--- src/hdl/ex_cfg.svh ---
// fixed RV32 word widths only; unit indices 0-1 alu, 2 load, 3 store, 4-5 mult are wired in ex
`ifndef EX_CFG_SVH
`define EX_CFG_SVH

// data and address width
`define XLEN 32

// functional unit count, the index map is fixed
`define NUM_FU 6

// rob tag width
`define ROB_TAG_W 5

// multiplier latency in cycles from the issue edge
`define MULT_LAT 4

`endif

--- src/hdl/ex_pkg.sv ---
// shared execute stage types; unit count and widths are taken from ex_cfg.svh at compile time
`default_nettype none

`include "ex_cfg.svh"

package ex_pkg;

    typedef logic [`ROB_TAG_W-1:0] rob_tag_t;

    // alu operation code, ignored by load, store and mult units
    typedef enum logic [3:0] {
        op_add = 4'd0,
        op_sub = 4'd1,
        op_and = 4'd2,
        op_or  = 4'd3,
        op_xor = 4'd4,
        op_slt = 4'd5,
        op_sll = 4'd6,
        op_srl = 4'd7
    } alu_op_e;

    // one issued instruction for one unit
    typedef struct packed {
        logic             issue_valid;
        alu_op_e          op;
        rob_tag_t         rob_tag;
        logic [`XLEN-1:0] rs1;
        logic [`XLEN-1:0] rs2;
        logic [`XLEN-1:0] imm;
    } fu_in_packet_t;

    typedef fu_in_packet_t [`NUM_FU-1:0] rs_ex_packet_t;

    // held result of one unit
    typedef struct packed {
        logic             done;
        rob_tag_t         rob_tag;
        logic [`XLEN-1:0] value;
    } fu_out_packet_t;

    // word-wide data memory request
    typedef struct packed {
        logic             valid;
        logic             we;
        logic [`XLEN-1:0] addr;
        logic [`XLEN-1:0] wdata;
    } fu_mem_packet_t;

    typedef fu_out_packet_t [`NUM_FU-1:0] ex_cdb_packet_t;

    typedef struct packed {
        logic             valid;
        rob_tag_t         rob_tag;
        logic [`XLEN-1:0] value;
    } cdb_packet_t;

endpackage

`default_nettype wire

--- src/hdl/alu_fu.sv ---
// single-cycle alu on rs1 and rs2 only; imm is ignored and issue is taken only while not busy
`timescale 1ns/1ns
`default_nettype none

`include "ex_cfg.svh"

module alu_fu (
    input  wire logic                  clock,
    input  wire logic                  rst_n,
    input  wire logic                  ack,
    input  wire ex_pkg::fu_in_packet_t fu_in,
    output ex_pkg::fu_out_packet_t     fu_out,
    output logic                       busy
);

    logic             done_r;
    ex_pkg::rob_tag_t tag_r;
    logic [`XLEN-1:0] value_r;
    logic [`XLEN-1:0] result;
    logic             take;

    assign take = fu_in.issue_valid && !done_r;

    always_comb begin
        case (fu_in.op)
            ex_pkg::op_add: result = fu_in.rs1 + fu_in.rs2;
            ex_pkg::op_sub: result = fu_in.rs1 - fu_in.rs2;
            ex_pkg::op_and: result = fu_in.rs1 & fu_in.rs2;
            ex_pkg::op_or:  result = fu_in.rs1 | fu_in.rs2;
            ex_pkg::op_xor: result = fu_in.rs1 ^ fu_in.rs2;
            // signed compare, 1 or 0
            ex_pkg::op_slt: result = `XLEN'($signed(fu_in.rs1) < $signed(fu_in.rs2));
            ex_pkg::op_sll: result = fu_in.rs1 << fu_in.rs2[4:0];
            ex_pkg::op_srl: result = fu_in.rs1 >> fu_in.rs2[4:0];
            default:        result = '0;
        endcase
    end

    always_ff @(posedge clock) begin
        if (!rst_n) begin
            done_r <= 1'b0;
        end else if (take) begin
            done_r <= 1'b1;
        end else if (ack) begin
            done_r <= 1'b0;
        end
    end

    // result payload
    always_ff @(posedge clock) begin
        if (take) begin
            value_r <= result;
            tag_r   <= fu_in.rob_tag;
        end
    end

    assign fu_out.done    = done_r;
    assign fu_out.rob_tag = tag_r;
    assign fu_out.value   = value_r;
    assign busy           = done_r;

endmodule

`default_nettype wire

--- src/hdl/cdb_arb.sv ---
// one broadcast per cycle at most; unchosen units keep their results and wait for a later turn
`timescale 1ns/1ns
`default_nettype none

`include "ex_cfg.svh"

module cdb_arb (
    input  wire logic                   clock,
    input  wire logic                   rst_n,
    input  wire ex_pkg::ex_cdb_packet_t ex_cdb,
    output logic [`NUM_FU-1:0]          ack,
    output ex_pkg::cdb_packet_t         cdb
);

    localparam int PTR_W = $clog2(`NUM_FU);

    logic [PTR_W-1:0] ptr;
    logic [PTR_W-1:0] win;
    logic             found;

    // first done unit at or after the pointer, wrapping around
    always_comb begin
        int idx;
        found = 1'b0;
        win   = '0;
        for (int k = 0; k < `NUM_FU; k++) begin
            idx = int'(ptr) + k;
            if (idx >= `NUM_FU) begin
                idx = idx - `NUM_FU;
            end
            if (!found && ex_cdb[idx].done) begin
                found = 1'b1;
                win   = PTR_W'(idx);
            end
        end
    end

    always_comb begin
        ack         = '0;
        cdb.valid   = found;
        cdb.rob_tag = found ? ex_cdb[win].rob_tag : '0;
        cdb.value   = found ? ex_cdb[win].value : '0;
        if (found) begin
            ack[win] = 1'b1;
        end
    end

    // next search starts just past the winner
    always_ff @(posedge clock) begin
        if (!rst_n) begin
            ptr <= '0;
        end else if (found) begin
            ptr <= (win == PTR_W'(`NUM_FU - 1)) ? '0 : win + 1'b1;
        end
    end

endmodule

`default_nettype wire

--- src/hdl/ex.sv ---
// unit map is fixed (0-1 alu, 2 load, 3 store, 4-5 mult); the load always wins the memory port
`timescale 1ns/1ns
`default_nettype none

`include "ex_cfg.svh"

module ex (
    input  wire logic                  clock,
    input  wire logic                  rst_n,
    input  wire ex_pkg::rs_ex_packet_t rs_ex,
    input  wire logic [`XLEN-1:0]      dmem_rdata,
    input  wire logic [`NUM_FU-1:0]    ack,
    output ex_pkg::fu_mem_packet_t     fu_mem,
    output ex_pkg::ex_cdb_packet_t     ex_cdb,
    output logic [`NUM_FU-1:0]         fu_free,
    output logic [`NUM_FU-1:0]         fu_done
);

    ex_pkg::fu_mem_packet_t ld_mem;
    ex_pkg::fu_mem_packet_t st_mem;
    logic                   ld_req;
    logic                   st_req;
    logic                   ld_ack;
    logic                   st_ack;
    logic [`NUM_FU-1:0]     busy;

    // load first, store only when the load is quiet
    assign ld_ack = ld_req;
    assign st_ack = st_req && !ld_req;
    assign fu_mem = ld_ack ? ld_mem : (st_ack ? st_mem : '0);

    assign fu_free = ~busy;
    // one pulse per result taken by the cdb
    assign fu_done = ack;

    alu_fu u_alu0 (
        .clock  (clock),
        .rst_n  (rst_n),
        .ack    (ack[0]),
        .fu_in  (rs_ex[0]),
        .fu_out (ex_cdb[0]),
        .busy   (busy[0])
    );

    alu_fu u_alu1 (
        .clock  (clock),
        .rst_n  (rst_n),
        .ack    (ack[1]),
        .fu_in  (rs_ex[1]),
        .fu_out (ex_cdb[1]),
        .busy   (busy[1])
    );

    load_fu u_load (
        .clock      (clock),
        .rst_n      (rst_n),
        .ack        (ack[2]),
        .fu_in      (rs_ex[2]),
        .mem_ack    (ld_ack),
        .dmem_rdata (dmem_rdata),
        .mem_req    (ld_req),
        .fu_mem     (ld_mem),
        .fu_out     (ex_cdb[2]),
        .busy       (busy[2])
    );

    store_fu u_store (
        .clock   (clock),
        .rst_n   (rst_n),
        .ack     (ack[3]),
        .fu_in   (rs_ex[3]),
        .mem_ack (st_ack),
        .mem_req (st_req),
        .fu_mem  (st_mem),
        .fu_out  (ex_cdb[3]),
        .busy    (busy[3])
    );

    mult_fu u_mult0 (
        .clock  (clock),
        .rst_n  (rst_n),
        .ack    (ack[4]),
        .fu_in  (rs_ex[4]),
        .fu_out (ex_cdb[4]),
        .busy   (busy[4])
    );

    mult_fu u_mult1 (
        .clock  (clock),
        .rst_n  (rst_n),
        .ack    (ack[5]),
        .fu_in  (rs_ex[5]),
        .fu_out (ex_cdb[5]),
        .busy   (busy[5])
    );

endmodule

`default_nettype wire

--- src/hdl/ex_top.sv ---
// execute stage top; issue to unit i only while fu_free[i] is high and answer reads one cycle later
`timescale 1ns/1ns
`default_nettype none

`include "ex_cfg.svh"

module ex_top (
    input  wire logic                  clock,
    input  wire logic                  rst_n,
    input  wire ex_pkg::rs_ex_packet_t rs_ex,
    input  wire logic [`XLEN-1:0]      dmem_rdata,
    output ex_pkg::fu_mem_packet_t     fu_mem,
    output ex_pkg::cdb_packet_t        cdb,
    output logic [`NUM_FU-1:0]         fu_free,
    output logic [`NUM_FU-1:0]         fu_done
);

    // held unit results and the arbiter's one-hot grant
    ex_pkg::ex_cdb_packet_t ex_cdb;
    logic [`NUM_FU-1:0]     ack;

    ex u_ex (
        .clock      (clock),
        .rst_n      (rst_n),
        .rs_ex      (rs_ex),
        .dmem_rdata (dmem_rdata),
        .ack        (ack),
        .fu_mem     (fu_mem),
        .ex_cdb     (ex_cdb),
        .fu_free    (fu_free),
        .fu_done    (fu_done)
    );

    cdb_arb u_cdb_arb (
        .clock  (clock),
        .rst_n  (rst_n),
        .ex_cdb (ex_cdb),
        .ack    (ack),
        .cdb    (cdb)
    );

endmodule

`default_nettype wire

--- src/hdl/load_fu.sv ---
// word loads only at rs1+imm with no alignment check; read data is expected one cycle after the grant
`timescale 1ns/1ns
`default_nettype none

`include "ex_cfg.svh"

module load_fu (
    input  wire logic                  clock,
    input  wire logic                  rst_n,
    input  wire logic                  ack,
    input  wire ex_pkg::fu_in_packet_t fu_in,
    input  wire logic                  mem_ack,
    input  wire logic [`XLEN-1:0]      dmem_rdata,
    output logic                       mem_req,
    output ex_pkg::fu_mem_packet_t     fu_mem,
    output ex_pkg::fu_out_packet_t     fu_out,
    output logic                       busy
);

    typedef enum logic [1:0] {
        ld_idle,
        ld_req,
        ld_wait,
        ld_done
    } ld_state_e;

    ld_state_e        state;
    logic [`XLEN-1:0] addr_r;
    ex_pkg::rob_tag_t tag_r;
    logic [`XLEN-1:0] value_r;

    always_ff @(posedge clock) begin
        if (!rst_n) begin
            state <= ld_idle;
        end else begin
            case (state)
                ld_idle: if (fu_in.issue_valid) state <= ld_req;
                ld_req:  if (mem_ack) state <= ld_wait;
                // data arrives during this cycle
                ld_wait: state <= ld_done;
                ld_done: if (ack) state <= ld_idle;
                default: state <= ld_idle;
            endcase
        end
    end

    always_ff @(posedge clock) begin
        if (state == ld_idle && fu_in.issue_valid) begin
            addr_r <= fu_in.rs1 + fu_in.imm;
            tag_r  <= fu_in.rob_tag;
        end
        if (state == ld_wait) begin
            value_r <= dmem_rdata;
        end
    end

    assign mem_req      = (state == ld_req);
    assign fu_mem.valid = mem_req;
    assign fu_mem.we    = 1'b0;
    assign fu_mem.addr  = addr_r;
    assign fu_mem.wdata = '0;

    assign fu_out.done    = (state == ld_done);
    assign fu_out.rob_tag = tag_r;
    assign fu_out.value   = value_r;
    assign busy           = (state != ld_idle);

endmodule

`default_nettype wire

--- src/hdl/mult_fu.sv ---
// fixed MULT_LAT multiplier returning the low word of rs1*rs2; op and imm are ignored
`timescale 1ns/1ns
`default_nettype none

`include "ex_cfg.svh"

module mult_fu (
    input  wire logic                  clock,
    input  wire logic                  rst_n,
    input  wire logic                  ack,
    input  wire ex_pkg::fu_in_packet_t fu_in,
    output ex_pkg::fu_out_packet_t     fu_out,
    output logic                       busy
);

    localparam int CNT_W = $clog2(`MULT_LAT + 1);

    logic             running;
    logic             done_r;
    logic [CNT_W-1:0] count;
    logic [`XLEN-1:0] a_r;
    logic [`XLEN-1:0] b_r;
    ex_pkg::rob_tag_t tag_r;
    logic [`XLEN-1:0] value_r;
    logic             take;
    logic             finish;

    assign take   = fu_in.issue_valid && !running && !done_r;
    assign finish = running && (count == '0);

    // countdown so done rises MULT_LAT edges after issue
    always_ff @(posedge clock) begin
        if (!rst_n) begin
            running <= 1'b0;
            done_r  <= 1'b0;
            count   <= '0;
        end else begin
            if (take) begin
                running <= 1'b1;
                count   <= CNT_W'(`MULT_LAT - 1);
            end else if (finish) begin
                running <= 1'b0;
                done_r  <= 1'b1;
            end else if (running) begin
                count <= count - 1'b1;
            end else if (ack) begin
                done_r <= 1'b0;
            end
        end
    end

    always_ff @(posedge clock) begin
        if (take) begin
            a_r   <= fu_in.rs1;
            b_r   <= fu_in.rs2;
            tag_r <= fu_in.rob_tag;
        end
        if (finish) begin
            // low word only
            value_r <= a_r * b_r;
        end
    end

    assign fu_out.done    = done_r;
    assign fu_out.rob_tag = tag_r;
    assign fu_out.value   = value_r;
    assign busy           = running || done_r;

endmodule

`default_nettype wire

--- src/hdl/store_fu.sv ---
// word stores only, rs2 to rs1+imm; no ordering against loads and the broadcast value is always 0
`timescale 1ns/1ns
`default_nettype none

`include "ex_cfg.svh"

module store_fu (
    input  wire logic                  clock,
    input  wire logic                  rst_n,
    input  wire logic                  ack,
    input  wire ex_pkg::fu_in_packet_t fu_in,
    input  wire logic                  mem_ack,
    output logic                       mem_req,
    output ex_pkg::fu_mem_packet_t     fu_mem,
    output ex_pkg::fu_out_packet_t     fu_out,
    output logic                       busy
);

    logic             req_r;
    logic             done_r;
    logic [`XLEN-1:0] addr_r;
    logic [`XLEN-1:0] data_r;
    ex_pkg::rob_tag_t tag_r;
    logic             take;

    assign take = fu_in.issue_valid && !req_r && !done_r;

    // request held until granted, then done until the cdb takes it
    always_ff @(posedge clock) begin
        if (!rst_n) begin
            req_r  <= 1'b0;
            done_r <= 1'b0;
        end else if (take) begin
            req_r <= 1'b1;
        end else if (req_r && mem_ack) begin
            req_r  <= 1'b0;
            done_r <= 1'b1;
        end else if (ack) begin
            done_r <= 1'b0;
        end
    end

    always_ff @(posedge clock) begin
        if (take) begin
            addr_r <= fu_in.rs1 + fu_in.imm;
            data_r <= fu_in.rs2;
            tag_r  <= fu_in.rob_tag;
        end
    end

    assign mem_req      = req_r;
    assign fu_mem.valid = req_r;
    assign fu_mem.we    = 1'b1;
    assign fu_mem.addr  = addr_r;
    assign fu_mem.wdata = data_r;

    assign fu_out.done    = done_r;
    assign fu_out.rob_tag = tag_r;
    assign fu_out.value   = '0;
    assign busy           = req_r || done_r;

endmodule

`default_nettype wire

--- config.mk ---
export PLATFORM = sky130hd
export DESIGN_NAME = ex_top
export DESIGN_NICKNAME = d
export VERILOG_FILES = /design/src/hdl/ex_pkg.sv /design/src/hdl/alu_fu.sv /design/src/hdl/cdb_arb.sv /design/src/hdl/ex.sv /design/src/hdl/ex_top.sv /design/src/hdl/load_fu.sv /design/src/hdl/mult_fu.sv /design/src/hdl/store_fu.sv
export VERILOG_INCLUDE_DIRS = /design/src /design/src/hdl
export SDC_FILE = /design/constraint.sdc
export NUM_CORES = 2
export LEC_CHECK = 0
export ABC_AREA = 0
export BUFFER_PORTS_ARGS = -buffer_cell sky130_fd_sc_hd__clkbuf_2
export CAP_MARGIN = 0
export CORE_MARGIN = 8
export CORE_UTILIZATION = 25
export CTS_CLUSTER_SIZE = 10
export DETAILED_ROUTE_END_ITERATION = 12
export PLACE_DENSITY = 0.41
export SLEW_MARGIN = 30
export SYNTH_ARGS = -nofsm -noshare
export SYNTH_HDL_FRONTEND = slang
export SYNTH_SLANG_ARGS = --single-unit
--- constraint.sdc ---
create_clock -name clock -period 15.9 [get_ports clock]
set_input_delay 0.795 -clock clock [delete_from_list [all_inputs] [get_ports clock]]
set_output_delay 0.795 -clock clock [all_outputs]
set_load 0.05 [all_outputs]
; Word level (Yosys, flattened, before mapping)
; Cells that the tools add are included.
[totals]
ff_bits = 433
output_inout_bits = 116
[classes]
addsub = 20
mul = 2
n_lt_le_gt_ge = 16
eq_ne = 24
shift = 4
muxes = 75
bitwise_logic = 13
n_reduce_logical = 62
[op_table]
columns = op, n
row1 = $bmux 38 s3, 7
row2 = $pmux 32 s8, 2
row3 = $mux 38, 12
row4 = $mux 32, 7
row5 = $lt 32x5->1 const B, 6
row6 = $ge 32x4->1 const B, 5
row7 = $sub 32x4->32 const B, 5
row8 = $mux 66, 2
row9 = $add 32x32->32, 4
row10 = $and 32x32->32, 2
row11 = $lt 32x32->1, 2
row12 = $mul 32x32->32, 2
row13 = $or 32x32->32, 2
row14 = $shl 32x5->32, 2
row15 = $shr 32x5->32, 2
row16 = $sub 32x32->32, 2
row17 = $xor 32x32->32, 2
row18 = $mux 37, 1
row19 = $eq 4x3->1 const B, 8
row20 = $mux 1, 25
row21 = $reduce_bool 2->1, 11
row22 = $mux 3, 7
row23 = $logic_and 1x1->1, 19
row24 = $eq 4x2->1 const B, 4
row25 = other kinds (30), 75

; Longest topological paths before layout
[depth]
word_depth = 29
mapped_depth = 28

; Cells and area by module
; A second synthesis with hierarchy kept.
[hier_totals]
cells_unflattened = 7498
area_unflattened_um2 = 68604.5
[modules_own_cells]
columns = mod, instances, cells_each, area_each_um2, seq_area_each_um2
row1 = mult_fu (u_ex.u_mult1), 1, 1888, 19135.9, 3133.0
row2 = mult_fu (u_ex.u_mult0), 1, 1868, 19072.0, 3133.0
row3 = alu_fu (u_ex.u_alu0), 1, 1303, 9396.5, 1131.1
row4 = alu_fu (u_ex.u_alu1), 1, 1279, 9093.7, 1131.1
row5 = store_fu, 1, 353, 4062.6, 2112.0
row6 = load_fu, 1, 337, 4047.6, 2112.0
row7 = cdb_arb, 1, 377, 3059.2, 60.1
row8 = ex, 1, 93, 737.0, 0.0

; Worst setup path after synthesis
; No wires, ideal clock.
[synth_timing]
path_kind = register to register
start = reg u_ex.u_mult0.a_r[12]
end = reg u_ex.u_mult0.value_r[31], data pin
arrival_ns = 6.889
required_ns = 15.640
setup_slack_ns = 8.751
stages_incl_launch_ff = 26
synth_period_minus_slack_ns = 7.149
cell_sequence = edfxtp_1 -> clkbuf_1 -> clkbuf_1 -> and2_1 -> fa_1 -> fa_1 -> fa_1 -> inv_1 -> fa_1 -> inv_1 -> fa_1 -> inv_1 -> fa_1 -> inv_1 -> fa_1 -> fa_1 -> ha_1 -> a21o_1 -> a21o_1 -> a21oi_1 -> o21ai_0 -> o311ai_0 -> o21ai_0 -> a21o_1 -> a21oi_1 -> xnor2_1
[synth_between]
elab_chain_cells = 1
[synth_rtl]
columns = item, line_no
row1 = from (decl), mult_fu.sv:21  ; logic [`XLEN-1:0] a_r;
row2 = from (signal assigned), mult_fu.sv:54  ; a_r <= fu_in.rs1;
row3 = $mul 32x32->32, mult_fu.sv:60  ; value_r <= a_r * b_r;
row4 = to (signal assigned), mult_fu.sv:60
row5 = to (decl), mult_fu.sv:24  ; logic [`XLEN-1:0] value_r;
; No other way between the ends.
; A chain may end at the register's enable or synchronous reset.

; Worst setup path after layout
[layout_timing]
start = reg u_ex.u_mult1.b_r[5]
end = reg u_ex.u_mult1.value_r[30], data pin
[layout_between]
elab_chain_cells = 1
[layout_rtl]
columns = item, line_no
row1 = from (decl), mult_fu.sv:22  ; logic [`XLEN-1:0] b_r;
row2 = from (signal assigned), mult_fu.sv:55  ; b_r <= fu_in.rs2;
row3 = $mul 32x32->32, mult_fu.sv:60
row4 = to (signal assigned), mult_fu.sv:60
row5 = to (decl), mult_fu.sv:24
; No other way between the ends.

==> impl_metrics.ini <==
[run_status]
status = finished, final reports clean

[timing]
fmax_mhz = 122
final.setup_skew_ns = 0.0368
period_share_pct = 51.7
hold_viol = 0
relSlewSlack_pct = 30.8
slew_violations = 0
setup_viol = 0
tightest_slew_ns = 1.03
rsz0062_at_grt = no
period_needed_ns = 8.22
fin_tns_setup_ns = 0

[route]
wl_per_cell_um = 23.2
drc = 0
dr.pass1.iters = 6
drt_wl_total_mm = 256
viasPerCell = 4.79
drt_iter0_markers = 3483
num_vias = 52900
ant_nets = 0

[global_route]
grt_pass1_vias = 55700
overflow = 0
track_usage_pct = 17.9
antenna_found_initial = 35
grt_max_degree = 86
grt_pass1_wl_mm = 379

[synthesis]
yosysWarningCount = 0
synth_top_area_cell = fa_1
synth_compound_area_share_pct = 13.6
synth_area_um2 = 65600
muxShareOfSynthArea_pct = 4.75
synth_top_cell_area_share_pct = 25.1
ys_async_sr_fraction_pct = 0
yosys-top-cells-area = fa_1 25%, edfxtp_1 19%, ha_1 9.9%
ys_dominant_reg_cell = edfxtp_1
yosysMostFrequentCell = inv_1
syn-instance-count = 7056
synth_top_family_by_area = adder cells
syn_avg_cell_area_um2 = 9.29
ys_top_cells_by_count = 1010 x inv_1, 822 x fa_1, 678 x and2_1, 657 x nand2_1, 520 x ha_1
synth.distinct_cells = 92
synth_xor_area_share_pct = 3.66
syn-num-nets = 9068
synth_seq_cells = 433
seq_area_frac_synth_pct = 19.5
yosys.area_share.simple_pct = 15.2
synth_fa_ha_area_share_pct = 35.0
synth-edff-count = 414

[floorplanning]
die_h_um = 528
fp-row-count = 188
dieArea_um2 = 279000
coreArea_um2 = 262000
io-pin-count = 786
die_w_um = 528
start_util_pct = 25.1

[worst_setup_path]
crit_path_end_kind = flip-flop
crit_buf_inv = 5
worst_ep_arrival_time_ns = 8.61
path_class = reg -> reg
slowest_stage = o311ai_1
cpLargestDelayFamily = adder cells
worstPathRequired_ns = 16.28
cpPeakStageDelay_ns = 0.72
cp_cell_sequence = buf_4 -> and2_1 -> fa_1 -> fa_1 -> fa_1 -> inv_1 -> fa_1 -> inv_1 -> fa_1 -> inv_1 -> fa_1 -> inv_1 -> fa_1 -> fa_1 -> ha_1 -> a21o_1 -> a21o_1 -> a21o_1 -> a21oi_1 -> o21ai_0 -> a21oi_1 -> nor2b_1 -> a21oi_1 -> o311ai_1
crit_start = u_ex.u_mult1.b_r[5]
critPathMaxFanout = 14
worst-r2r-setup-slack_ns = 7.68
cpMostUsedCell = fa_1
r2r-start = u_ex.u_mult1.b_r[5]
crit_path_start_kind = flip-flop

[cts]
postCtsResizedCells = 0
postCtsSetupBuffers = 0
cts_max_level = 3
root_buffer = clkbuf_16
numCtsBuffers = 66
cts.path.max_buffers = 3
cts_hold_buf = 0
cts_tree = yes
clk_pin_slew_worst_paths_ns = 0.06
cts.sinks = 433
clkLatencyLatePin_ns = 0.70

[cells_and_area]
fin_nets = 9467
multi_input_area_um2 = 47500
fin_area_um2 = 74600
regArea_um2 = 12800
fin_util_pct = 28.5
finalNonFillerCells = 11000
layout-drive-gt1-share_pct = 12.7
syn2layout_area_growth_pct = 13.7
n_fill_cell = 28000

[place]
dpl.cell_count = 10900
gp_congestion = 0.916
place_hpwl_mm = 206
portBuffers = 609
placed_area_um2 = 72400

[run]
drv_cap = 0

[hold_path]
min-delay-start = rs_ex[380]
hold_class = in -> reg
[cells by family after synthesis]
family	Yosys count
adders and majority gates	1342
buffers and inverters	1402
muxes	251
AOI/OAI and AO/OA	1342
and+or+nand+nor	2013
DFF	433
xor gates and xnor gates	273
[routing by layer]
| metal | track usage [%] | routed length [um] |
|---|---|---|
| met1 | 24.1 | 114000 |
| met2 | 29.7 | 120000 |
| met3 | 2.78 | 14100 |
| met4 | 5.33 | 7750 |
| met5 | 0 | 152 |
[metrics by stage]
step | worst slack [ns] | hold slack, ns
after floorplan | 8.75 | 0.468
after global placement | 7.44 | 0.486
after detailed placement | 7.66 | 0.511
after CTS | 7.64 | 0.150
after global routing | 7.32 | 0.202
final | 7.68 | 0.263
[cell usage in the layout (no fill, tap or decap), types with 292 or more instances in the layout]
cell      count
nand2_1     657
edfxtp_1    414
inv_1      1008
ha_1        520
nor2_1      361
fa_1        822
o21ai_0     292
clkbuf_2    606
a21oi_1     328
and2_1      676
[area by class of cell]
cell class / count / share of cell area, %
well taps: 3515 / 5.90
repair buffers: 721 / 5.27
inverters: 1012 / 5.10
diodes: 15 / 0.0503
clock inverters: 42 / 0.596
clock buffers: 72 / 2.25
multi-input cells: 5221 / 63.7
flip-flops and latches: 433 / 17.2
[final timing paths]
check,depth (start not counted),endpoint
hold / removal,1,u_ex.u_store.data_r[30]
setup reg to reg,24,u_ex.u_mult1.value_r[30]
hold reg to reg,2,u_ex.u_load.state[1]
setup / recovery,24,u_ex.u_mult1.value_r[30]
Power is not shown: default switching activity piles up to over one toggle a cycle in this logic, so the estimate is an artifact.
